$ cat src/hdl/video_types_pkg.sv
`default_nettype none

//////////////////////////////////////////////////
// pixel and byte types
//////////////////////////////////////////////////

package video_types_pkg;

    // raw camera bus
    typedef logic [7:0] cam_byte_t;  // one half of an rgb565 pixel

    // stored pixel, as held in the frame buffer
    // [15:11] red, [10:5] green, [4:0] blue
    typedef logic [15:0] pixel565_t;

    // colour at the vga port
    // [23:16] red, [15:8] green, [7:0] blue
    typedef logic [23:0] rgb888_t;

endpackage : video_types_pkg

`default_nettype wire

$ cat src/hdl/vga_pixel_out.sv
`timescale 1ns/1ns
`default_nettype none

module vga_pixel_out (
    input  wire                             clk_50,
    input  wire                             arst_n,
    input  wire video_types_pkg::pixel565_t read_pixel,  // one cycle behind raw_*
    input  wire                             raw_hsync,
    input  wire                             raw_vsync,
    input  wire                             raw_blank,
    output video_types_pkg::rgb888_t        vga_rgb,
    output logic                            vga_hsync,
    output logic                            vga_vsync,
    output logic                            vga_blank
);

    import video_types_pkg::*;

    logic [4:0] red;
    logic [5:0] green;
    logic [4:0] blue;
    rgb888_t    rgb_exp;
    logic [1:0] hsync_d;  // [0] lines up with read_pixel
    logic [1:0] vsync_d;
    logic [1:0] blank_d;

    assign red   = read_pixel[15:11];
    assign green = read_pixel[10:5];
    assign blue  = read_pixel[4:0];

    // lowest field bit fills the new low bits
    assign rgb_exp = {red,   {3{red[0]}},
                      green, {2{green[0]}},
                      blue,  {3{blue[0]}}};

    //////////////////////////////////////////////////
    // output pipe
    //////////////////////////////////////////////////
    always_ff @(posedge clk_50 or negedge arst_n) begin
        if (!arst_n) begin
            hsync_d <= 2'b11;
            vsync_d <= 2'b11;
            blank_d <= 2'b11;   // blanked until filled
            vga_rgb <= '0;
        end else begin
            hsync_d <= {hsync_d[0], raw_hsync};
            vsync_d <= {vsync_d[0], raw_vsync};
            blank_d <= {blank_d[0], raw_blank};
            vga_rgb <= blank_d[0] ? '0 : rgb_exp;  // black outside active area
        end
    end

    assign vga_hsync = hsync_d[1];
    assign vga_vsync = vsync_d[1];
    assign vga_blank = blank_d[1];

endmodule : vga_pixel_out

`default_nettype wire

$ cat config.mk
export PLATFORM = sky130hd
export DESIGN_NAME = vga_pixel_out
export DESIGN_NICKNAME = d
export VERILOG_FILES = /design/src/hdl/video_types_pkg.sv /design/src/hdl/vga_pixel_out.sv
export SDC_FILE = /design/constraint.sdc
export NUM_CORES = 1
export LEC_CHECK = 0
export BUFFER_PORTS_ARGS = -buffer_cell sky130_fd_sc_hd__buf_2
export CAP_MARGIN = 20
export CORE_MARGIN = 2
export CORE_UTILIZATION = 40
export DETAILED_ROUTE_END_ITERATION = 10
export PLACE_DENSITY_LB_ADDON = 0.3
export SLEW_MARGIN = 40
export SYNTH_ARGS = -nofsm -noshare
export SYNTH_HDL_FRONTEND = slang
export SYNTH_SLANG_ARGS = --single-unit
$ cat constraint.sdc
create_clock -name clk_50 -period 1.2 [get_ports clk_50]
set_input_delay 0.12 -clock clk_50 [delete_from_list [all_inputs] [get_ports clk_50]]
set_output_delay 0.12 -clock clk_50 [all_outputs]
set_load 0.005 [all_outputs]
# [Word level (Yosys, flattened, before mapping)]
# Cells that the tools add are included.
[totals] n_memories=0 latchBits=0 inputBits=21 romBits=0 regBits=30 ramBits=0
[op_classes] reduce_logical=0 n_shift=0 multipliers=0 muxes=1 n_eq_ne=0 bitwise=0 div=0 magnitude_cmp=0 n_addsub=0
[op_table] op="$mux W24" count=1

# [Logic depth before layout (Yosys ltp)]
[logic_depth] depth_word=1 ltp_mapped=2 mapped_depth_nobuf=1

# [Least setup slack after synthesis]
# No wires, ideal clock.
[synth_timing] path_kind="reg-to-reg" startpoint="reg blank_d[0]" endpoint="reg vga_rgb[21]" required_ns=1.080 synth_period_minus_slack_ns=0.877 path_buffers=0 arrival_time_ns=0.758 stages_incl_launch_ff=2 setup_time_ns=0.120 setup_slack_ns=0.323 cell_sequence="dfstp_2 -> and2b_2"
[synth_between] elab_chain_len=1
[synth_lines] item="from (decl)" line="vga_pixel_out.sv:25" text="logic [1:0] blank_d;"
[synth_lines] item="from (signal assigned)" line="vga_pixel_out.sv:48" text="blank_d <= {blank_d[0], raw_blank};"
[synth_lines] item="$mux W24" line="vga_pixel_out.sv:49" text="vga_rgb <= blank_d[0] ? '0 : rgb_exp;"
[synth_lines] item="to (signal assigned)" line="vga_pixel_out.sv:49"
[synth_lines] item="to (decl)" line="vga_pixel_out.sv:11" text="output video_types_pkg::rgb888_t vga_rgb,"
# No other way between the ends.

# [Worst setup path in the final report]
[layout_timing] startpoint="reg blank_d[1]" endpoint="out vga_blank"
[layout_rtl] item="to (decl)" line="vga_pixel_out.sv:14" text="output logic vga_blank"
# No word-level cell between the ends.

==> summary.md <==
| Metric | Value |
|---|---|
| Status | `finished clean` |
| Sw frac | `0.191` |
| Met3 usage | `0.0113` |
| Sequential share of power | `0.538` |
| CP arrival | `0.93 ns` |
| Setup_tns | `0 ns` |
| Hold path cells | `2` |
| RSZ-0062 raised after global routing | `false` |
| # nets final | `116` |
| Total global routing overflow | `0` |
| Hold_buf cts | `4` |
| Clk pin slew, worst setup/hold paths | `0.12 ns` |
| Hold Crit Class | `in -> reg` |
| R2R Path Start | `blank_d[0]$_DFF_PN1_` |
| Final Util | `0.599` |
| Met1 Usage GRT | `0.128` |
| Die area | `2270 sq um` |
| FP Rows | `15` |
| First-pass GRT wire length | `1.77 mm` |
| Crit path launch | `blank_d[1]$_DFF_PN1_` |
| FMAX | `950 MHz` |
| Crit path max fanout | `1` |
| Pre-CTS WS | `0.196 ns` |
| Delay-heaviest family, CP | `flip-flops` |
| Post_cts resized | `0` |
| Initial DRC Count | `0` |
| Final Hold Viols | `0` |
| Hold Slack | `0.0189 ns` |
| CTS tree | `built` |
| Max IR drop VDD | `0.000884 V` |
| Leakage | `0.583 nW` |
| Die height | `47.6 um` |
| Met2 usage | `0.214` |
| Post-Place Cell Area | `965 sq um` |
| Combinational share of power | `0.092` |
| Antenna diodes | `0` |
| CP bufs+invs | `1` |
| Internal power | `1.21 mW` |
| Setup Buffers After CTS | `0` |
| Net Count, Synth | `68` |
| Synth top area cells | `dfrtp_1 (53%), dfstp_2 (21%), nor2b_2 (8.0%), buf_4 (7.9%), and2b_2 (6.9%)` |
| Critical-path top delay cell | `dfstp_2` |
| First drt pass iteration count | `1` |
| Yosys top cell by area | `dfrtp_1` |
| Synthesized flop and latch total | `22` |
| Vias in the first global route | `414` |
| Routed WL | `1.24 mm` |
| Worst skew pair latency | `0.30 ns` |
| H-Tree Depth | `1` |
| Crit end category | `primary output` |
| I/O Buffers | `47` |
| Global routing's busiest layer | `met2` |
| Commonest cells after routing, fill and taps aside | `buf_2 (47), dfrtp_1 (16), nor2b_2 (7)` |
| Mapped cell area | `762 sq um` |
| CTS Buf Count | `3` |
| Max incr delay on CP | `0.53 ns` |
| Wire per inst | `10.4 um` |
| Pin count of the biggest net entering global routing | `23` |
| Worst r2r path cells | `1` |
| Layout cells sized above 1 | `0.755` |
| Via density | `3.93` |
| Setup Viol. Count Final | `0` |
| Worst Path Class, Setup | `reg -> out` |
| Setup Skew | `0.00462 ns` |
| Setup WS post-layout | `0.147 ns` |
| Die W | `47.6 um` |
| Number of I/O pins | `48` |
| Worst-Margin Slew | `0.455 ns` |
| Rel. slew slack | `0.697` |
| Yosys warnings | `0` |
| Tmin final | `1.05 ns` |
| Startpoint types | `register` |
| HP Start | `read_pixel[8]` |
| CP required | `1.08 ns` |
| Cells after synthesis | `47` |
| Max clock buf depth | `2` |
| Residual DRC count | `0` |
| Max-cap viol count | `0` |
| RD Place Congestion | `0.577` |
| Initial Util | `0.432` |
| R2r endpoint | `vga_rgb[23]$_DFF_PN0_` |
| Final antenna-violating net count | `0` |
| Hold Path End | `vga_rgb[13]$_DFF_PN0_` |
| Synth unique cells | `7` |
| Total Routing Usage GR | `0.120` |
| Clock Tree Root | `clkbuf_4` |
| P&R area growth vs syn | `38.8%` |
| Clock group share of total power | `0.370` |
| Yosys top cell area share | `0.525` |
| CTS sink cnt | `22` |
| Vias | `468` |
| Crit-path cells | `buf_2` |
| NetSw | `0.285 mW` |
| Fin. max-slew vios | `0` |
| Final period utilization | `0.877` |
| Final instance area | `1060 sq um` |
| R2R Setup Slk | `0.19 ns` |
| Average size of a mapped cell | `16.2 sq um` |
| PD cells | `1410 nW/um^2` |
| Sequential fraction of the synthesis area | `0.732` |
| Core area | `1760 sq um` |
| Initial antenna violation count | `0` |
| Most common cell after layout, fill and taps aside | `buf_2` |
==> worst max path at each step <==
stage,endpoint,cells after the start
floorplan,vga_rgb[21]$_DFF_PN0_,1
global placement,vga_rgb[19]$_DFF_PN0_,2
detailed placement,vga_rgb[23]$_DFF_PN0_,1
CTS,vga_blank,1
global route,vga_blank,1
finish,vga_blank,1
==> cells in the mapped netlist <==
cell / n
dfstp_2: 6
nor2b_1: 3
nor2b_2: 7
and2b_2: 6
buf_4: 8
dfrtp_1: 16
buf_6: 1
==> registers in the layout, indices dropped and copies added, names as in the netlist <==
register and flops:
hsync_d 2, vsync_d 2, vga_rgb 16, blank_d 2
==> cell families after synthesis <==
group         Yosys count  share of synthesized area
flops                  22                      0.732
simple gates           16                      0.174
buf+inv                 9                     0.0936
==> metrics by stage <==
step                cells  total power, mW
detailed placement    111            0.948
CTS                   119             1.51
finish                119             1.49
floorplan              47            0.874
global placement      111            0.943
global route          119             1.55
==> power by group through the flow <==
| stage | logic, mW | clock network [mW] | registers [mW] |
|---|---|---|---|
| 2_1_floorplan | 0.0547 | 0 | 0.820 |
| 3_3_place_gp | 0.128 | 0 | 0.815 |
| 3_5_place_dp | 0.131 | 0 | 0.817 |
| 4_1_cts | 0.141 | 0.562 | 0.803 |
| 5_1_grt | 0.156 | 0.582 | 0.808 |
| 6_report | 0.138 | 0.553 | 0.802 |
==> per-layer routing <==
layer,wire length (um),up-vias
met4,19,0
met5,0,-
met2,694,21
met3,63,2
li1,-,226
met1,458,219
==> cell type report <==
type                    count  area, sq um
multi-input cells          16          133
clock inverters             1         30.0
fillers                   172          707
well taps                  25         31.3
repair buffers             52          283
clock buffers               3         22.5
flip-flops and latches     22          558
No activity file was read; power rests on OpenSTA's default activity.
