### src/hdl/video_types_pkg.sv
`default_nettype none

//////////////////////////////////////////////////
// pixel and byte types
//////////////////////////////////////////////////

package video_types_pkg;

    // raw camera bus
    typedef logic [7:0] cam_byte_t;  // one half of an rgb565 pixel

    // stored pixel, as held in the frame buffer
    // [15:11] red, [10:5] green, [4:0] blue
    typedef logic [15:0] pixel565_t;

    // colour at the vga port
    // [23:16] red, [15:8] green, [7:0] blue
    typedef logic [23:0] rgb888_t;

endpackage : video_types_pkg

`default_nettype wire

### src/hdl/video_timing_pkg.sv
`default_nettype none

//////////////////////////////////////////////////
// raster positions and default 640x480 timing
//////////////////////////////////////////////////

package video_timing_pkg;

    // h or v position, shared by camera and vga side
    typedef logic [9:0] count_t;  // 800 and 525 both fit

    // active picture
    localparam int DEF_H_ACTIVE = 640;
    localparam int DEF_V_ACTIVE = 480;

    // horizontal blanking, in pixel clocks
    localparam int DEF_H_FRONT  = 16;
    localparam int DEF_H_SYNC   = 96;
    localparam int DEF_H_BACK   = 48;

    // vertical blanking, in lines
    localparam int DEF_V_FRONT  = 10;
    localparam int DEF_V_SYNC   = 2;
    localparam int DEF_V_BACK   = 33;

endpackage : video_timing_pkg

`default_nettype wire

### src/hdl/camera_capture.sv
`timescale 1ns/1ns
`default_nettype none

module camera_capture #(
    parameter int H_ACTIVE = video_timing_pkg::DEF_H_ACTIVE,
    parameter int V_ACTIVE = video_timing_pkg::DEF_V_ACTIVE
) (
    input  wire                         camera_pclk,
    input  wire                         arst_n,
    input  wire                         capture_frame,  // single-cycle arm
    input  wire                         camera_vsync,
    input  wire                         camera_href,
    input  wire video_types_pkg::cam_byte_t camera_data,
    output logic                        cam_we,         // one-cycle write strobe
    output video_types_pkg::pixel565_t  cam_pixel,
    output video_timing_pkg::count_t    cam_hcount,
    output video_timing_pkg::count_t    cam_vcount,
    output logic                        done            // end of captured frame
);

    import video_types_pkg::*;
    import video_timing_pkg::*;

    typedef enum logic [1:0] {
        ST_IDLE,
        ST_ARMED,    // waiting for start of next frame
        ST_CAPTURE
    } state_t;

    state_t    state;
    logic      vsync_q;
    logic      href_q;
    logic      vsync_fall;
    logic      vsync_rise;
    logic      href_fall;
    logic      byte_phase;  // 0 expects high byte
    logic      capture_en;
    cam_byte_t hi_byte;     // first byte of the pair

    assign vsync_fall = vsync_q & ~camera_vsync;  // frame starts
    assign vsync_rise = ~vsync_q & camera_vsync;  // frame ends
    assign href_fall  = href_q & ~camera_href;    // line ends
    assign capture_en = (state == ST_CAPTURE);

    //////////////////////////////////////////////////
    // frame arming fsm
    //////////////////////////////////////////////////
    always_ff @(posedge camera_pclk or negedge arst_n) begin
        if (!arst_n) begin
            state   <= ST_IDLE;
            vsync_q <= 1'b0;
            href_q  <= 1'b0;
            done    <= 1'b0;
        end else begin
            vsync_q <= camera_vsync;
            href_q  <= camera_href;
            done    <= 1'b0;
            case (state)
                ST_IDLE:    if (capture_frame) state <= ST_ARMED;
                ST_ARMED:   if (vsync_fall) state <= ST_CAPTURE;  // mid-frame arm waits here
                ST_CAPTURE: if (vsync_rise) begin
                    state <= ST_IDLE;
                    done  <= 1'b1;
                end
                default:    state <= ST_IDLE;
            endcase
        end
    end

    // byte pairing and position counters
    always_ff @(posedge camera_pclk or negedge arst_n) begin
        if (!arst_n) begin
            cam_we     <= 1'b0;
            byte_phase <= 1'b0;
            cam_hcount <= '0;
            cam_vcount <= '0;
        end else begin
            cam_we <= 1'b0;
            if (!capture_en || !camera_href) begin
                byte_phase <= 1'b0;         // realign at every line
            end else if (!byte_phase) begin
                byte_phase <= 1'b1;
            end else begin
                byte_phase <= 1'b0;
                cam_we     <= 1'b1;         // low byte sampled
            end
            if (state == ST_ARMED && vsync_fall) begin
                cam_hcount <= '0;
                cam_vcount <= '0;
            end else if (capture_en) begin
                if (href_fall) begin         // wins over the last write
                    cam_hcount <= '0;
                    cam_vcount <= (cam_vcount == count_t'(V_ACTIVE - 1)) ? '0
                                  : cam_vcount + count_t'(1);
                end else if (cam_we) begin   // step after the pixel is out
                    cam_hcount <= (cam_hcount == count_t'(H_ACTIVE - 1)) ? '0
                                  : cam_hcount + count_t'(1);
                end
            end
        end
    end

    // pixel assembly from the byte pair
    always_ff @(posedge camera_pclk) begin
        if (capture_en && camera_href) begin
            if (!byte_phase) hi_byte <= camera_data;
            else cam_pixel <= {hi_byte, camera_data};  // high byte first
        end
    end

endmodule : camera_capture

`default_nettype wire

### config.mk
export PLATFORM = sky130hd
export DESIGN_NAME = camera_capture
export DESIGN_NICKNAME = d
export VERILOG_FILES = /design/src/hdl/video_types_pkg.sv /design/src/hdl/video_timing_pkg.sv /design/src/hdl/camera_capture.sv
export SDC_FILE = /design/constraint.sdc
export NUM_CORES = 1
export LEC_CHECK = 0
export ABC_AREA = 1
export BUFFER_PORTS_ARGS = -buffer_cell sky130_fd_sc_hd__buf_2
export CORE_ASPECT_RATIO = 1.1
export CORE_MARGIN = 5
export CORE_UTILIZATION = 59
export CTS_BUF_LIST = sky130_fd_sc_hd__clkbuf_8
export CTS_CLUSTER_SIZE = 8
export DETAILED_ROUTE_END_ITERATION = 10
export GPL_TIMING_DRIVEN = 0
export PLACE_DENSITY = 0.86
export SLEW_MARGIN = 5
export SYNTH_ARGS = -nofsm -noshare
export SYNTH_HDL_FRONTEND = slang
export SYNTH_SLANG_ARGS = --single-unit
### constraint.sdc
create_clock -name camera_pclk -period 5 [get_ports camera_pclk]
set_input_delay 0.5 -clock camera_pclk [delete_from_list [all_inputs] [get_ports camera_pclk]]
set_output_delay 0.5 -clock camera_pclk [all_outputs]
set_load 0.005 [all_outputs]
* After elaboration in Yosys (flattened, before gate mapping)
Cells that the tools add are included.
Cells by class: divide/modulo/power cells 0, magnitude comparators 0, multiplexer cells 19, bitwise operators 7, add/sub/neg operators 2, $mul 0, reductions and logical operators 14, eq/ne operators 7, shift operators 0
Operator list (number):
- $mux 10 | 9
- $add 10x1->10 const B | 2
- $eq 10x10->1 const B | 1
- $eq 10x9->1 const B | 1
- $reduce_and 2->1 | 4
- $mux 1 | 6
- $mux 2 | 3
- $ne 2x2->1 const B | 3
- $pmux 2 s3 | 1
- $not 1->1 | 4
- $reduce_bool 2->1 | 2
- $and 1x1->1 | 3
- $reduce_and 3->1 | 1
- $reduce_bool 3->1 | 1
- $eq 2x1->1 const B | 1
- $eq 2x2->1 const B | 1
- $logic_and 1x1->1 | 2
- $logic_not 1->1 | 2
- $logic_not 2->1 | 1
- $logic_or 1x1->1 | 1
Storage, ports and cells: flip-flop bits (word level) 51, memories 0, word-level logic and storage cells 59, bits in latches 0, output and inout bits 38, bits in read-only memories 0, RAM bits 0

* Logic depth before layout (Yosys ltp)
word-level depth 6, gate-level depth with buffers 8, gate-level depth less buffers 8

* Worst setup path after synthesis
OpenSTA, ideal clock, no wires.
path type register -> register, from register state[0], to register hi_byte[0], enable pin, cell stages (with the launch flop) 4, slack 3327 ps, setup time 385 ps, required time 4615 ps, data arrival time 1288 ps, cell sequence dfrtp_1 > nor2_4 > inv_1 > nor3_1
Between the ends: cells in the longest elaborated chain, start to end 3
RTL lines:
- from (decl) | line camera_capture.sv:30 | state_t state;
- from (signal assigned) | line camera_capture.sv:50 | state <= ST_IDLE;
- from (signal assigned) | line camera_capture.sv:59 | ST_IDLE: if (capture_frame) state <= ST_ARMED;
- from (signal assigned) | line camera_capture.sv:60 | ST_ARMED: if (vsync_fall) state <= ST_CAPTURE;
- $eq 2x2->1 | line camera_capture.sv:43 | assign capture_en = (state == ST_CAPTURE);
- $logic_and 1x1->1 | line camera_capture.sv:105 | if (capture_en && camera_href) begin
- $reduce_and 2->1 (no line)
- to (signal assigned) | line camera_capture.sv:106 | if (!byte_phase) hi_byte <= camera_data;
- to (decl) | line camera_capture.sv:38 | cam_byte_t hi_byte;
No other way between the ends. A chain may end at the register's enable or synchronous reset.

* Worst setup path after layout
from register state[1], to register hi_byte[6], enable pin
The elaborated chain is that of the path after synthesis.

==> impl_metrics.ini <==
[route]
wirelength_met1_um = 1745
viasPerCell = 4.959
drtPass1Iterations = 4
highest-signal-layer = met4
drcViolationCount = 0
drt_wl_total_um = 4154
wl_per_cell_um = 13.15
dr.first_iter.drc_count = 128
routed-wl-met3_um = 196
wire_length_on_met2_um = 2135
final_antenna_net_count = 0
vias = 1567

[cts]
post_cts.resized_instances = 0
path_clk_slew_ps = 90
cts_setup_buffers = 0
tritoncts_clock_tree = built
clock_latency_ps = 310
cts_made_buffers = 5
htree_levels = 2
quantity_of_hold_fixing_buffers_added_after_cts = 0
maximum_buffer_depth_of_the_clock_tree = 2
clock_tree.root_cell = sky130_fd_sc_hd__clkbuf_8
clkSinkCount = 51

[logic_synthesis]
synthesized_area_divided_by_synthesized_cell_count_um2 = 10.65
ys_top_cells_by_area = sky130_fd_sc_hd__edfxtp_1 (33%), sky130_fd_sc_hd__dfrtp_1 (30%), sky130_fd_sc_hd__nand2_1 (6.8%)
mappedNetlistNets = 223
synth_flop_cell = sky130_fd_sc_hd__dfrtp_1
ys_ff_latch = 51
postSynthCellCount = 208
synthTopCellsByCount = sky130_fd_sc_hd__nand2_1 (40), sky130_fd_sc_hd__inv_1 (30), sky130_fd_sc_hd__dfrtp_1 (27)
synth-seq-area-share = 0.6302
synth_edf_count = 24
synth_top_area_frac = 0.3252
yosys_warnings = 0
synth.lib_cells_used.distinct = 29
async_s_r_ff_share_synth = 0.5294
yosys.cell_count.top_type = sky130_fd_sc_hd__nand2_1
cell_area_after_synthesis_um2 = 2216
synthDominantAreaCellType = sky130_fd_sc_hd__edfxtp_1

[die]
die-area_um2 = 5083
pin_count = 51
chipWidth_um = 68.43
std_cell_rows = 23
fp.dieH_um = 74.28
core_area_um2 = 3626
starting_density_of_the_core = 0.6111

[final_layout]
multi_input_comb_area_um2 = 678.2
final-seq-area_um2 = 1396
share_of_cells_above_drive_strength_1 = 0.3045
antenna_diode_instance_count = 0
area_growth_pct = 18.41
finalCoreUtilization = 0.7236
fillerInstances = 279
finalNetCount = 280

[status]
outcome = finished, final reports clean

[sta]
setup-tns-final_ps = 0
setup-violations-final = 0
final_critical_path_share_of_the_clock_period = 0.3300
finalClockSkew_ps = 5.245
fmax_mhz = 606.0
final.hold.worst_slack_ps = 183.7
setup_ws_ps = 3350
drv_slew = 0
min_period_ps = 1650
total_count_of_hold_check_failures_in_the_final_report = 0
worstMarginPinSlew_ps = 717.2
setup_repair_after_global_routing_missed_its_margin = false
slew_headroom = 0.5193

[worst_setup_path]
slowest_delay_ps = 550
timing.critical_path.cells = inv_2 > nor2_4 > inv_1 > nor3_2
critical_path_peak_fanout = 9
critPathLaunchType = flop
timing.critical_path.slowest_stage_cell = sky130_fd_sc_hd__nor3_2
cp-end-kind = flop
critical_path.top_delay_family = simple AND/OR/NAND/NOR gates
crit_type = reg -> reg
critPathBufInv = 2
worst_ep_arrival_time_ps = 1590
worstPathRequired_ps = 4940

[placement]
detailedPlacementHpwl_um = 3084
numPortBuffers = 50
pre_cts_ws_ps = 2954
gp_congestion = 0.8286

[power]
power.density_nw_per_um2 = 362.7
totalPowerFinal_mw = 0.9517
power.leakage_nw = 1.288
vdd_ir_drop_max_uv = 232.4

[grt]
all_layer_global_routing_usage = 0.1942
gr-total-overflow = 0
first_global_vias = 1566
grt_max_degree = 28
grt_first_pass_wirelength_um = 7162
antenna_found_initial = 0

[hold_path]
hold_class = in -> async

[run]
max_cap_violations = 0
final timing paths:
kind	startpoint	end	slack [ps]	cells after the start
min reg2reg	hi_byte[2]	cam_pixel[10]	430	0
min in group camera_pclk	camera_vsync	vsync_q	330	1
max in group asynchronous	arst_n	done	4430	1
max	state[1]	hi_byte[6]	3350	4
max reg2reg	state[1]	hi_byte[6]	3350	4
min	arst_n	cam_hcount[3]	180	1
layout make-up:
cell class	instances	share of cell area
Tap cell	50	0.02384
Clock buffer	5	0.02623
Inverter	32	0.04578
Clock inverter	3	0.008107
Sequential cell	51	0.5322
Timing Repair Buffer	50	0.09537
Multi-Input combinational cell	123	0.2585
Buffer	2	0.01001
state kept, by name, summed over array words and instances (netlist names):
name	count
hi_byte	8
done	1
vsync_q	1
cam_hcount	10
cam_we	1
href_q	1
cam_vcount	10
byte_phase	1
cam_pixel	16
state	2
where the power goes:
part / leakage, nW / switching (mW) / internal [mW]
Clock: 0.0495 / 0.137 / 0.0986
Sequential: 0.572 / 0.0460 / 0.484
Combinational: 0.666 / 0.112 / 0.0747
metal layers:
metal,up-vias,track usage
met4,0,0.07285
met3,8,0.05136
met2,35,0.3181
met5,-,0
li1,793,-
met1,731,0.2462
stage by stage:
stage,std cells,cell area (um2)
final,316,2624
after global placement,308,2529
after CTS,316,2619
after global routing,316,2624
after floorplan,208,2216
after detailed placement,308,2529
layout by cell type (no fill, tap or decap), drive strengths merged:
cell / instances
buf: 52
nand2: 46
inv: 33
dfrtp: 27
edfxtp: 24
nor2: 24
nand3: 21
o21ai: 8
a21oi: 6
clkbuf: 5
nor3: 5
xor2: 4
nand4: 2
ha: 2
clkinv: 2
and3: 1
o31ai: 1
nand3b: 1
a22oi: 1
a211oi: 1
cells by family (layout without fill, tap and decap cells):
| family | count (synthesis) | count (layout) | share of synthesized area |
|---|---|---|---|
| xor gates and xnor gates | 4 | 4 | 0.01581 |
| AOI/OAI and AO/OA | 17 | 17 | 0.04743 |
| buffers and inverters | 34 | 92 | 0.06606 |
| and+or+nand+nor | 100 | 100 | 0.2292 |
| adders and majority gates | 2 | 2 | 0.01129 |
| DFF | 51 | 51 | 0.6302 |
No activity file was read; power rests on OpenSTA's default activity.
