==> src/hdl/video_timing_pkg.sv <==
`default_nettype none

//////////////////////////////////////////////////
// raster positions and default 640x480 timing
//////////////////////////////////////////////////

package video_timing_pkg;

    // h or v position, shared by camera and vga side
    typedef logic [9:0] count_t;  // 800 and 525 both fit

    // active picture
    localparam int DEF_H_ACTIVE = 640;
    localparam int DEF_V_ACTIVE = 480;

    // horizontal blanking, in pixel clocks
    localparam int DEF_H_FRONT  = 16;
    localparam int DEF_H_SYNC   = 96;
    localparam int DEF_H_BACK   = 48;

    // vertical blanking, in lines
    localparam int DEF_V_FRONT  = 10;
    localparam int DEF_V_SYNC   = 2;
    localparam int DEF_V_BACK   = 33;

endpackage : video_timing_pkg

`default_nettype wire

==> src/hdl/vga_timing.sv <==
`timescale 1ns/1ns
`default_nettype none

module vga_timing #(
    parameter int H_ACTIVE = video_timing_pkg::DEF_H_ACTIVE,
    parameter int V_ACTIVE = video_timing_pkg::DEF_V_ACTIVE,
    parameter int H_FRONT  = video_timing_pkg::DEF_H_FRONT,
    parameter int H_SYNC   = video_timing_pkg::DEF_H_SYNC,
    parameter int H_BACK   = video_timing_pkg::DEF_H_BACK,
    parameter int V_FRONT  = video_timing_pkg::DEF_V_FRONT,
    parameter int V_SYNC   = video_timing_pkg::DEF_V_SYNC,
    parameter int V_BACK   = video_timing_pkg::DEF_V_BACK
) (
    input  wire                      clk_50,
    input  wire                      arst_n,
    output video_timing_pkg::count_t vga_hcount,
    output video_timing_pkg::count_t vga_vcount,
    output logic                     raw_hsync,  // active low
    output logic                     raw_vsync,  // active low
    output logic                     raw_blank
);

    import video_timing_pkg::*;

    // raster layout, active area first
    localparam int H_TOTAL      = H_ACTIVE + H_FRONT + H_SYNC + H_BACK;
    localparam int V_TOTAL      = V_ACTIVE + V_FRONT + V_SYNC + V_BACK;
    localparam int H_SYNC_START = H_ACTIVE + H_FRONT;
    localparam int H_SYNC_END   = H_SYNC_START + H_SYNC;
    localparam int V_SYNC_START = V_ACTIVE + V_FRONT;
    localparam int V_SYNC_END   = V_SYNC_START + V_SYNC;

    count_t h_next;
    count_t v_next;
    logic   line_end;
    logic   frame_end;

    //////////////////////////////////////////////////
    // next position
    //////////////////////////////////////////////////
    always_comb begin
        line_end  = (vga_hcount == count_t'(H_TOTAL - 1));
        frame_end = (vga_vcount == count_t'(V_TOTAL - 1));
        h_next    = line_end ? '0 : vga_hcount + count_t'(1);
        v_next    = vga_vcount;
        if (line_end) v_next = frame_end ? '0 : vga_vcount + count_t'(1);
    end

    // counts and flags leave together, decoded from the next position
    always_ff @(posedge clk_50 or negedge arst_n) begin
        if (!arst_n) begin
            vga_hcount <= '0;
            vga_vcount <= '0;
            raw_hsync  <= 1'b1;
            raw_vsync  <= 1'b1;
            raw_blank  <= 1'b0;   // 0,0 is active
        end else begin
            vga_hcount <= h_next;
            vga_vcount <= v_next;
            raw_hsync  <= !((h_next >= count_t'(H_SYNC_START)) &&
                            (h_next <  count_t'(H_SYNC_END)));
            raw_vsync  <= !((v_next >= count_t'(V_SYNC_START)) &&
                            (v_next <  count_t'(V_SYNC_END)));
            raw_blank  <= (h_next >= count_t'(H_ACTIVE)) ||
                          (v_next >= count_t'(V_ACTIVE));  // either axis out
        end
    end

endmodule : vga_timing

`default_nettype wire

==> config.mk <==
export PLATFORM = sky130hd
export DESIGN_NAME = vga_timing
export DESIGN_NICKNAME = d
export VERILOG_FILES = /design/src/hdl/video_timing_pkg.sv /design/src/hdl/vga_timing.sv
export SDC_FILE = /design/constraint.sdc
export NUM_CORES = 1
export LEC_CHECK = 0
export BUFFER_PORTS_ARGS = -buffer_cell sky130_fd_sc_hd__buf_4
export CAP_MARGIN = 20
export CORE_MARGIN = 4
export CORE_UTILIZATION = 38
export CTS_CLUSTER_SIZE = 25
export DETAILED_ROUTE_END_ITERATION = 16
export GPL_TIMING_DRIVEN = 0
export HOLD_SLACK_MARGIN = 0.15
export PLACE_DENSITY_LB_ADDON = 0.12
export SLEW_MARGIN = 20
export SYNTH_ARGS = -nofsm -noshare
export SYNTH_HDL_FRONTEND = slang
export SYNTH_SLANG_ARGS = --single-unit
==> constraint.sdc <==
create_clock -name clk_50 -period 3.1 [get_ports clk_50]
set_input_delay 0.155 -clock clk_50 [delete_from_list [all_inputs] [get_ports clk_50]]
set_output_delay 0.155 -clock clk_50 [all_outputs]
set_load 0.1 [all_outputs]
; ---- Word-level counts from Yosys, hierarchy flattened
; Index checks and enable logic that the tools add are counted.
[totals]
reg_bits = 23
output_inout_bits = 23
word_cells = 23
[op_classes]
add_sub_neg = 2
n_lt_le_gt_ge = 6
eq_ne = 2
n_mux = 3
reduce_logical = 5
[op_table]
columns = op, count
row1 = 2-to-1 mux 10 bit, 3
row2 = "adder 10 x 1 -> 10 bit, second input constant", 2
row3 = "== test 10 bit, second input constant", 2
row4 = ">= comparator 10 bit, second input constant", 2
row5 = ">= comparator 10 x 9 -> 1 bit, second input constant", 2
row6 = "< comparator 10 bit, second input constant", 1
row7 = "< comparator 10 x 9 -> 1 bit, second input constant", 1
row8 = logical AND 1 bit, 2
row9 = logical NOT 1 bit, 2
row10 = logical OR 1 bit, 1

; ---- Logic depth before layout (Yosys ltp)
; Gate-level depths: netlist of the first run.
[logic_depth]
word_depth = 6
ltp_mapped = 7
ltp_nobuf = 7

; ---- Least setup slack after synthesis of the first run
; Ideal clock, no wire load.
[synth_path]
path_type = register to register
startpoint = register vga_hcount[0]
endpoint = register raw_vsync
setup_time_ps = 100
t_arrival_ps = 2656
required_time_ps = 3000
path_slack_ps = 344
stages_incl_launch_ff = 8
period_less_slack_ps = 2756
cell_sequence = dfrtp_1 -> ha_1 -> nand4_2 -> or3_1 -> buf_6 -> o31a_1 -> a22oi_2 -> nand4_1
[synth_via]
elab_chain_len = 5
[synth_rtl]
columns = item, line_no
row1 = "start, declared", vga_timing.sv:16  ; output video_timing_pkg::count_t vga_hcount,
row2 = "start signal, assigned", vga_timing.sv:58  ; vga_hcount <= h_next;
row3 = == test 10 bit *, vga_timing.sv:42  ; line_end = (vga_hcount == count_t'(H_TOTAL - 1));
row4 = 2-to-1 mux 10 bit *, vga_timing.sv:46  ; if (line_end) v_next = frame_end ? '0 : vga_vcount + count_t'(1);
row5 = >= comparator 10 x 9 -> 1 bit or < comparator 10 x 9 -> 1 bit (tied branches), "vga_timing.sv:62, vga_timing.sv:63"
row6 = logical AND 1 bit *, vga_timing.sv:62  ; raw_vsync <= !((v_next >= count_t'(V_SYNC_START)) &&
row7 = logical NOT 1 bit *, vga_timing.sv:62
row8 = "end signal, assigned", vga_timing.sv:62
row9 = "end, declared", vga_timing.sv:19  ; output logic raw_vsync,
; Mark *: on every way between the ends. The rest lies on a longest branch, timed or not.

; ---- Worst setup path in the final report of the first run
[layout_path]
startpoint = register vga_vcount[1]
endpoint = register raw_blank
[layout_via]
elab_chain_len = 5
[layout_rtl]
columns = item, line_no
row1 = "start, declared", vga_timing.sv:17  ; output video_timing_pkg::count_t vga_vcount,
row2 = "start signal, assigned", vga_timing.sv:59  ; vga_vcount <= v_next;
row3 = adder 10 x 1 -> 10 bit or == test 10 bit (tied branches), "vga_timing.sv:46, vga_timing.sv:43"
row4 = 2-to-1 mux 10 bit, vga_timing.sv:46
row5 = 2-to-1 mux 10 bit *, vga_timing.sv:46
row6 = >= comparator 10 x 9 -> 1 bit *, vga_timing.sv:65  ; (v_next >= count_t'(V_ACTIVE));
row7 = logical OR 1 bit *, vga_timing.sv:64  ; raw_blank <= (h_next >= count_t'(H_ACTIVE)) ||
row8 = "end signal, assigned", vga_timing.sv:64
row9 = "end, declared", vga_timing.sv:20  ; output logic raw_blank
; Marks and branches as above.

==> impl_metrics.csv, run 1 <==
group,metric,value,unit
synthesis,syn_area_cell,9.85,sq um
critical_path,crit_fanout,7,
critical_path,critPathLaunchType,"register",
timing,layout_min_cycle_time,2620,ps
timing,timing.max_slew.rel_slack,53.4,%
timing,finalHoldViolations,0,
synthesis,synth-edff-count,0,
clock_tree,ctsResizeCount,0,
placed_design,numPortBuffers,24,
clock_tree,tritoncts,"yes",
die,boundaryPins,25,
power,p_sw_share,22.0,%
synthesis,synthFlopType,"dfrtp_1",
timing,finalSetupViolations,0,
clock_tree,max-clock-path-buffers,2,
global_route,globalRouteTotalUtil,14.9,%
synthesis,synthesis.instances,135,
critical_path,timing.critical_path.from,"vga_vcount[1]",
power,seqPwrFrac,66.5,%
routing,via_count,1128,
global_route,globalRouteOverflowTotal,0,
power,powerDensity,281,nW/um^2
clock_tree,postCtsSetupBuffers,0,
synthesis,asyncSetResetFlopFracSynth,100,%
clock_tree,cts_hold_fix_bufs,1,
final_layout,nNetsFinal,171,
timing,clock.fmax,0.382,GHz
critical_path,timing.critical_path.arrival,2800,ps
routing,drt_first_iter_violations,97,
placed_design,dpl_worst_slack,572,ps
routing,wl_per_cell,13.9,um
synthesis,yosysSeqAreaShare,43.5,%
synthesis,synth-seq-cells,23,
critical_path,cp_num_buf_inv,1,
global_route,global_route_wire_length_before_repair,5110,um
final_layout,layout.filler_cells,348,
placed_design,dp.final_hpwl,2130,um
power,p_leak,0.000718,uW
routing,drtAntennaViolNets,0,
power,report.power.total,451,uW
routing,drc,0,
critical_path,worstPathCellList,"inv_1 -> ha_1 -> or3b_2 -> nor4_2 -> nor2_1 -> a221oi_2 -> o311ai_2",
die,floorplan.rows,21,
global_route,first_global_vias,1067,
routing,vias_per_cell,5.37,
synthesis,syn-num-nets,141,
final_layout,finish.utilization,47.7,%
critical_path,critical_path.endpoint_type,"register",
final_layout,drive_above_1_share,26.8,%
routing,totalWireLength,2920,um
critical_path,critical_path_class,"reg -> reg",
timing,fin_crit_sh,84.4,%
power,internal_power,352,uW
timing,max_slew.worst_pin.slew,694,ps
die,die_area,4510,sq um
routing,first_pass_iters,4,
synthesis,synth_area,1330,sq um
final_layout,syn_to_final_growth,20.6,%
clock_tree,cts_made_buffers,3,
critical_path,critPathTopFamily,"simple AND/OR/NAND/NOR gates",
power,worst_vdd_rail_ir_drop,0.000125,V
timing,finClkSkew,4.70,ps
clock_tree,clock_tree.root_cell,"clkbuf_4",
final_layout,antennaDiodeCount,0,
power,p_clk_share,31.9,%
timing,timing.setup.tns,0,ps
run_status,run_status,"finished clean",
critical_path,delay_of_the_slowest_critical_path_stage,530,ps
job,max-cap-violations,0,
critical_path,worstPathRequired,3290,ps
die,dieHeight,67.2,um
clock_tree,clk_pin_slew_worst_paths,130,ps
synthesis,yosysWarnings,0,
synthesis,synth.lib_cells_used.distinct,47,
die,die_wd,67.2,um
clock_tree,ctsHtreeMaxLevel,1,
timing,timing_max_transition_violations_final,0,
timing,rsz0062_at_grt,"no",
hold_path,holdCritPathClass,"in -> async",
power,pwr-share-comb,1.6,%
timing,worst_slack,485,ps
final_layout,final_cells,210,
placed_design,place.detailed.instances,205,
clock_tree,clkLatencyLatePin,320,ps
critical_path,worst_path_max_delay_cell,"nor4_2",
global_route,grt_max_degree,24,
global_route,grt_antenna_before_repair,0,
clock_tree,cts.sink_count,23,
critical_path,crit-reg2reg-launch,"vga_vcount[1]",
die,floorplan.initialDensity,39.5,%
die,design.core.area,3360,sq um
power,power.net_switching,99.1,uW
placed_design,routabilityCongestion,0.830,
-- logic make-up after synthesis --
family | share of synthesized area, %
AOI/OAI and AO/OA | 13.1
adders and majority gates | 3.76
buffers and inverters | 5.64
muxes | 1.60
xor gates and xnor gates | 7.24
DFF | 43.5
and+or+nand+nor | 25.2
-- per-layer routing --
layer	track usage (%)	share of wire, %	vias to the layer above
li1	-	-	545
met1	21.6	50	538
met2	21.6	43	41
met3	3.49	6.0	4
met4	5.57	1.3	0
met5	0	0	-
-- placed cells by master (no fill, tap or decap), types with 2 or more instances in the layout --
master	n
nand2_1	9
nor4_1	2
or4_1	2
xor2_1	5
clkbuf_4	3
inv_1	9
dfstp_2	2
buf_4	25
nor2_1	8
o22ai_1	2
o21ai_0	6
xnor2_1	6
nor3_1	6
nand3_1	10
buf_6	2
clkbuf_1	4
nand4b_1	2
or2_2	2
o21a_1	2
ha_1	4
dfrtp_1	21
nand4_1	5
-- through the flow --
| stage | instance area, sq um | hold WS (ps) |
|---|---|---|
| final | 1600 | 242 |
| after detailed placement | 1570 | 65.9 |
| after global routing | 1600 | 259 |
| after global placement | 1570 | 66.2 |
| after CTS | 1600 | 258 |
| after floorplan | 1330 | -141 |
-- power by group through the flow --
stage	Clock (uW)	Combinational (uW)	Sequential [uW]
after floorplan	0	0.000275	306
after global placement	0	7.00	306
after detailed placement	0	6.99	306
after CTS	147	7.99	300
after global routing	164	9.18	300
final	144	7.31	300
-- layout make-up --
cell class                 count  area (sq um)  area share (%)
tap                           46          57.6            3.59
inverter                       9          33.8            2.11
sequential                    23           578            36.0
clock buffer                   4          26.3            1.64
buffer                         6          41.3            2.57
timing repair buffer          25           190            11.9
multi-input combinational     97           677            42.2
-- final timing paths --
| check | end | slack (ps) | depth (start not counted) |
|---|---|---|---|
| max | raw_blank | 480 | 7 |
| min | vga_hcount[6] | 240 | 2 |
| max reg2reg | raw_blank | 480 | 7 |
| min reg2reg | vga_hcount[0] | 560 | 1 |
| max in group asynchronous | raw_vsync | 2570 | 2 |
| min in group clk_50 | vga_hcount[0] | 560 | 1 |
-- flip-flops by register name, summed over array words and instances, names as in the netlist --
name	count
raw_blank	1
raw_hsync	1
raw_vsync	1
vga_hcount	10
vga_vcount	10
-- worst register-to-register path, stage by stage, from the launching register on --
cell      delay, ps
dfrtp_1         470
inv_1           100
ha_1            150
or3b_2          460
nor4_2          530
nor2_1          240
a221oi_2        390
o311ai_2        160
-- cell usage after synthesis, types with 3 or more instances --
library cell  count  area share, %
inv_1             9            2.5
dfrtp_1          21             40
clkbuf_1          3           0.85
xor2_1            5            3.3
nand4_1           5            2.4
nand2_1           9            2.5
nor2_1            8            2.3
ha_1              4            3.8
nor3_1            6            2.3
o21ai_0           6            2.3
xnor2_1           6            4.0
nand3_1          10            3.8
Power figures use the tool's default switching activity.
==> run 2: changes to the inputs <==
==> constraint.sdc (replaced) <==
create_clock -name clk_50 -period 2.5 [get_ports clk_50]
set_input_delay 0.125 -clock clk_50 [delete_from_list [all_inputs] [get_ports clk_50]]
set_output_delay 0.125 -clock clk_50 [all_outputs]
set_load 0.1 [all_outputs]
==> run 2 against run 1 <==
  * Cell area up 2.3%
  * Non-clock buffer count up 2
  * Critical path depth unchanged
  * Cell count up 0.95%
  * Wire length about the same
  * Power up 24%
  * Flip-flop and latch count unchanged
  * Utilization up 1.1 points
  * Critical endpoint is now raw_vsync
==> impl_metrics.csv, run 2 (synthesis gave the netlist of run 1 again) <==
group,metric,value,unit
run_status,run_status,"finished clean",
timing,hold-worst-slack,211,ps
routing,vias_per_cell,5.25,
die,design.core.area,3360,sq um
final_layout,biggestRegsByFlops,"vga_hcount (10), vga_vcount (10)",
critical_path,timing.critical_path.from,"vga_hcount[0]",
routing,first_pass_iters,4,
power,internal_power,434,uW
clock_tree,clkLatencyLatePin,320,ps
power,power.net_switching,127,uW
routing,wl_per_cell,13.8,um
final_layout,nNetsFinal,173,
die,die_wd,67.2,um
timing,rsz0062_at_grt,"no",
placed_design,place.detailed.instances,205,
routing,via_count,1112,
critical_path,worstPathRequired,2730,ps
placed_design,numPortBuffers,24,
job,max-cap-violations,0,
global_route,globalRouteTotalUtil,14.5,%
critical_path,critical_path.endpoint_type,"register",
clock_tree,tritoncts,"yes",
routing,totalWireLength,2920,um
timing,finalSetupViolations,0,
die,dieHeight,67.2,um
final_layout,antennaDiodeCount,0,
power,p_clk_share,32.0,%
routing,drc,0,
die,floorplan.rows,21,
timing,timing.max_slew.rel_slack,71.7,%
critical_path,crit-reg2reg-launch,"vga_hcount[0]",
critical_path,endpoint,"raw_vsync",
power,worst_vdd_rail_ir_drop,0.000219,V
global_route,grt_max_degree,24,
timing,fin_crit_sh,90.6,%
critical_path,r2r_end,"raw_vsync",
routing,drt_first_iter_violations,70,
global_route,globalRouteOverflowTotal,0,
critical_path,critical_path_class,"reg -> reg",
clock_tree,max-clock-path-buffers,2,
timing,finalHoldViolations,0,
clock_tree,cts_made_buffers,3,
critical_path,r2r_setup_slack,230,ps
power,p_leak,0.000721,uW
placed_design,dp.final_hpwl,2140,um
power,powerDensity,342,nW/um^2
final_layout,final_common_cell,"buf_4",
final_layout,drive_above_1_share,33.7,%
die,boundaryPins,25,
die,die_area,4510,sq um
final_layout,final_cell_mix,"buf_4 (27), dfrtp_1 (12), nand3_1 (10)",
critical_path,critPathLaunchType,"register",
timing,max_slew.worst_pin.slew,425,ps
clock_tree,ctsHtreeMaxLevel,1,
timing,finClkSkew,8.41,ps
global_route,grt_antenna_before_repair,0,
final_layout,final_cells,212,
power,seqPwrFrac,66.3,%
power,pwr-share-comb,1.7,%
timing,timing.setup.tns,0,ps
global_route,first_global_vias,1055,
placed_design,routabilityCongestion,0.818,
global_route,global_route_wire_length_before_repair,4950,um
timing,timing_max_transition_violations_final,0,
die,floorplan.initialDensity,39.5,%
final_layout,layout.filler_cells,350,
clock_tree,clk_pin_slew_worst_paths,140,ps
routing,drtAntennaViolNets,0,
power,p_sw_share,22.7,%
critical_path,reg2regPathDepth,7,
critical_path,timing.critical_path.arrival,2500,ps
timing,layout_min_cycle_time,2270,ps
final_layout,finish.utilization,48.8,%
final_layout,syn_to_final_growth,23.3,%
timing,clock.fmax,0.441,GHz
critical_path,crit_fanout,10,
clock_tree,cts.sink_count,23,
hold_path,holdCritPathClass,"in -> async",
clock_tree,clock_tree.root_cell,"clkbuf_4",
-- run 2: cell count changes in the layout (fill, tap and decap cells not counted) --
| cell | change |
|---|---|
| buf_4 | +2 |
| clkbuf_1 | -1 |
| clkinv_2 | +1 |
| dfrtp_1 | -9 |
| dfrtp_2 | +9 |
| nor4_2 | -1 |
| nor4_4 | +1 |
-- run 2: critical path, stage by stage (launching register included) --
cell,delay (ps)
dfrtp_2,440
ha_1,230
nand4_2,270
nor3_1,340
clkbuf_1,390
o21ai_0,200
a22oi_2,200
nand4_1,120
-- run 2: what timing repair did --
| action | 4_1_cts | 5_1_grt |
|---|---|---|
| hold buffers | 1 | 0 |
| endpoints found under the setup margin | 1 | 1 |
| pin swaps | 0 | 1 |
| gates resized for setup | 1 | 0 |
| hold endpoints to repair | 23 | 0 |
| setup buffers | 0 | 2 |
-- run 2: per-layer routing --
metal | GRT usage (%) | part of all wire [%] | vias up
met5 | 0 | 0 | -
met2 | 22.2 | 44 | 35
met3 | 2.00 | 4.4 | 5
met4 | 5.32 | 1.4 | 0
li1 | - | - | 544
met1 | 20.7 | 50 | 528
-- run 2: per-stage QoR --
step	area, sq um	power (uW)	setup slack [ps]
2_1_floorplan	1340	379	18.6
3_3_place_gp	1580	388	5.08
3_5_place_dp	1580	388	20.0
4_1_cts	1630	566	158
5_1_grt	1640	581	40.0
6_report	1640	561	235
-- run 2: worst min path at each step --
stage / endpoint / slack (ps) / cells past startpoint
floorplan: raw_blank / -170 / 0
global placement: vga_hcount[7] / 40 / 1
detailed placement: vga_hcount[7] / 40 / 1
CTS: vga_hcount[7] / 230 / 2
global route: vga_hcount[6] / 240 / 2
finish: vga_hcount[6] / 210 / 2
-- run 2: power by group through the flow --
stage,Sequential [uW],Clock [uW],Combinational (uW)
after CTS,372,184,10.2
after global routing,372,197,11.2
final,372,180,9.31
after global placement,379,0,8.93
after floorplan,379,0,0.000275
after detailed placement,379,0,9.04
-- run 2: layout make-up --
class                      instances  area (sq um)  area share, %
clock inverter                     1          5.00          0.305
buffer                             6          41.3           2.52
sequential                        23           589           35.9
inverter                           9          33.8           2.06
clock buffer                       3          22.5           1.37
multi-input combinational         97           686           41.8
timing repair buffer              27           205           12.5
tap                               46          57.6           3.51
==> run 3: changes to the inputs <==
==> constraint.sdc (replaced) <==
create_clock -name clk_50 -period 2.5 [get_ports clk_50]
set_input_delay 0 -clock clk_50 [delete_from_list [all_inputs] [get_ports clk_50]]
set_output_delay 0 -clock clk_50 [all_outputs]
set_load 0.1 [all_outputs]
==> run 3 against run 2 <==
  * Count of clock-buffer cells in the layout did not move
  * Register-to-register slack barely moved
  * Sequential share of layout area fell by 0.22 points
  * Sequential power barely moved
  * First-iteration DRC count fell by 8.6%
  * Cell count rose by 0.47%
  * Hold slack got worse by 40 ps
  * Largest cell class unchanged
==> impl_metrics.csv, run 3 (synthesis gave the netlist of run 1 again) <==
group,metric,value,unit
run_status,run_status,"finished clean",
critical_path,critical_path.endpoint_type,"register",
power,seqPwrFrac,66.5,%
critical_path,critical_path_class,"reg -> reg",
critical_path,timing.critical_path.depth,7,
clock_tree,clkLatencyLatePin,310,ps
critical_path,timing.critical_path.from,"vga_hcount[0]",
job,max-cap-violations,0,
critical_path,delay_of_the_slowest_critical_path_stage,430,ps
clock_tree,clk_pin_slew_worst_paths,130,ps
global_route,grt_antenna_before_repair,0,
timing,rsz0062_at_grt,"no",
timing,fin_crit_sh,90.1,%
clock_tree,max-clock-path-buffers,2,
clock_tree,tritoncts,"yes",
placed_design,routabilityCongestion,0.818,
die,floorplan.rows,21,
critical_path,crit_fanout,10,
global_route,globalRouteOverflowTotal,0,
critical_path,endpoint,"raw_vsync",
timing,finClkSkew,2.93,ps
critical_path,cp_num_buf_inv,1,
clock_tree,cts_made_buffers,3,
clock_tree,cts.sink_count,23,
hold_path,holdCritPathClass,"in -> async",
power,internal_power,435,uW
critical_path,crit-reg2reg-launch,"vga_hcount[0]",
critical_path,r2r_setup_slack,250,ps
final_layout,antennaDiodeCount,0,
die,design.core.area,3360,sq um
critical_path,worstPathRequired,2730,ps
routing,wl_per_cell,14.0,um
critical_path,critPathTopFamily,"simple AND/OR/NAND/NOR gates",
power,p_clk_share,31.5,%
routing,vias_per_cell,5.24,
routing,drc,0,
timing,clock.fmax,0.444,GHz
critical_path,worst_path_max_delay_cell,"dfrtp_2",
routing,drt_first_iter_violations,64,
placed_design,numPortBuffers,24,
final_layout,drive_above_1_share,33.5,%
critical_path,r2r_end,"raw_vsync",
timing,timing.max_slew.rel_slack,34.7,%
power,worst_vdd_rail_ir_drop,0.000219,V
timing,finalSetupViolations,0,
final_layout,nNetsFinal,174,
power,p_leak,0.000725,uW
final_layout,final_common_cell,"buf_4",
final_layout,biggestRegsByFlops,"vga_hcount (10), vga_vcount (10)",
die,dieHeight,67.2,um
die,die_area,4510,sq um
global_route,global_route_wire_length_before_repair,5060,um
power,powerDensity,339,nW/um^2
routing,first_pass_iters,4,
final_layout,final_cell_mix,"buf_4 (27), dfrtp_1 (12), nand3_1 (10)",
final_layout,syn_to_final_growth,24.1,%
power,p_sw_share,22.2,%
global_route,globalRouteTotalUtil,14.8,%
timing,max_slew.worst_pin.slew,976,ps
placed_design,dp.final_hpwl,2140,um
die,floorplan.initialDensity,39.5,%
timing,hold-worst-slack,172,ps
die,boundaryPins,25,
global_route,grt_max_degree,22,
clock_tree,ctsHtreeMaxLevel,1,
power,pwr-share-comb,2.0,%
timing,layout_min_cycle_time,2250,ps
timing,timing.setup.tns,0,ps
routing,drtAntennaViolNets,0,
critical_path,worstPathCellList,"ha_1 -> nand4_2 -> nor3_1 -> clkbuf_1 -> o21ai_0 -> a22oi_2 -> nand4_1",
critical_path,critPathLaunchType,"register",
routing,totalWireLength,2990,um
die,die_wd,67.2,um
power,power.net_switching,124,uW
global_route,first_global_vias,1073,
timing,timing_max_transition_violations_final,0,
critical_path,reg2regPathDepth,7,
routing,via_count,1116,
timing,finalHoldViolations,0,
critical_path,timing.critical_path.arrival,2480,ps
clock_tree,clock_tree.root_cell,"clkbuf_4",
-- run 3: power groups by stage --
stage | logic [uW] | registers, uW | clock network, uW
global placement | 8.93 | 379 | 0
floorplan | 0.000275 | 379 | 0
detailed placement | 9.04 | 379 | 0
CTS | 12.2 | 372 | 184
global route | 13.2 | 372 | 197
finish | 11.3 | 372 | 176
-- run 3: worst min-delay path by stage --
stage / startpoint / endpoint / slack (ps)
after global placement: arst_n / vga_hcount[7] / -80
final: arst_n / raw_hsync / 170
after floorplan: arst_n / raw_blank / -300
after CTS: arst_n / raw_hsync / 170
after detailed placement: arst_n / vga_hcount[7] / -80
after global routing: arst_n / raw_hsync / 170
-- run 3: layer usage --
metal,track usage [%],wire length [um],vias up
met3,2.66,167,7
li1,-,-,548
met4,5.82,55,0
met2,22.6,1310,31
met1,20.8,1460,530
met5,0,0,-
-- run 3: worst register-to-register path: stages (launching register included) --
cell      delay [ps]
dfrtp_2          430
ha_1             230
nand4_2          270
nor3_1           340
clkbuf_1         390
o21ai_0          200
a22oi_2          200
nand4_1          120
-- run 3: final cells by class --
type	instances	area [sq um]
fill	349	1710
clock buffer	3	22.5
sequential	23	589
clock inverter	1	5.00
buffer	6	41.3
timing repair buffer	28	215
multi-input combinational	97	686
inverter	9	33.8
tap	46	57.6
-- run 3: metrics by stage --
stage / setup WS [ps] / instances / cell area [sq um] / power, uW / utilization [%]
after detailed placement: 20.0 / 205 / 1580 / 388 / 46.9
after global placement: 5.08 / 205 / 1580 / 388 / 46.9
after floorplan: 18.6 / 135 / 1340 / 379 / -
after global routing: 40.0 / 213 / 1650 / 583 / 49.1
after CTS: 158 / 211 / 1640 / 568 / 48.6
final: 249 / 213 / 1650 / 559 / 49.1
-- run 3: what timing repair did --
action | 4_1_cts | 5_1_grt
endpoints found under the hold margin | 23 | 0
gates cloned | 0 | 0
resized for setup | 1 | 0
setup buffers | 0 | 2
hold buffers | 2 | 0
endpoints found under the setup margin | 1 | 1
pin swaps | 0 | 1
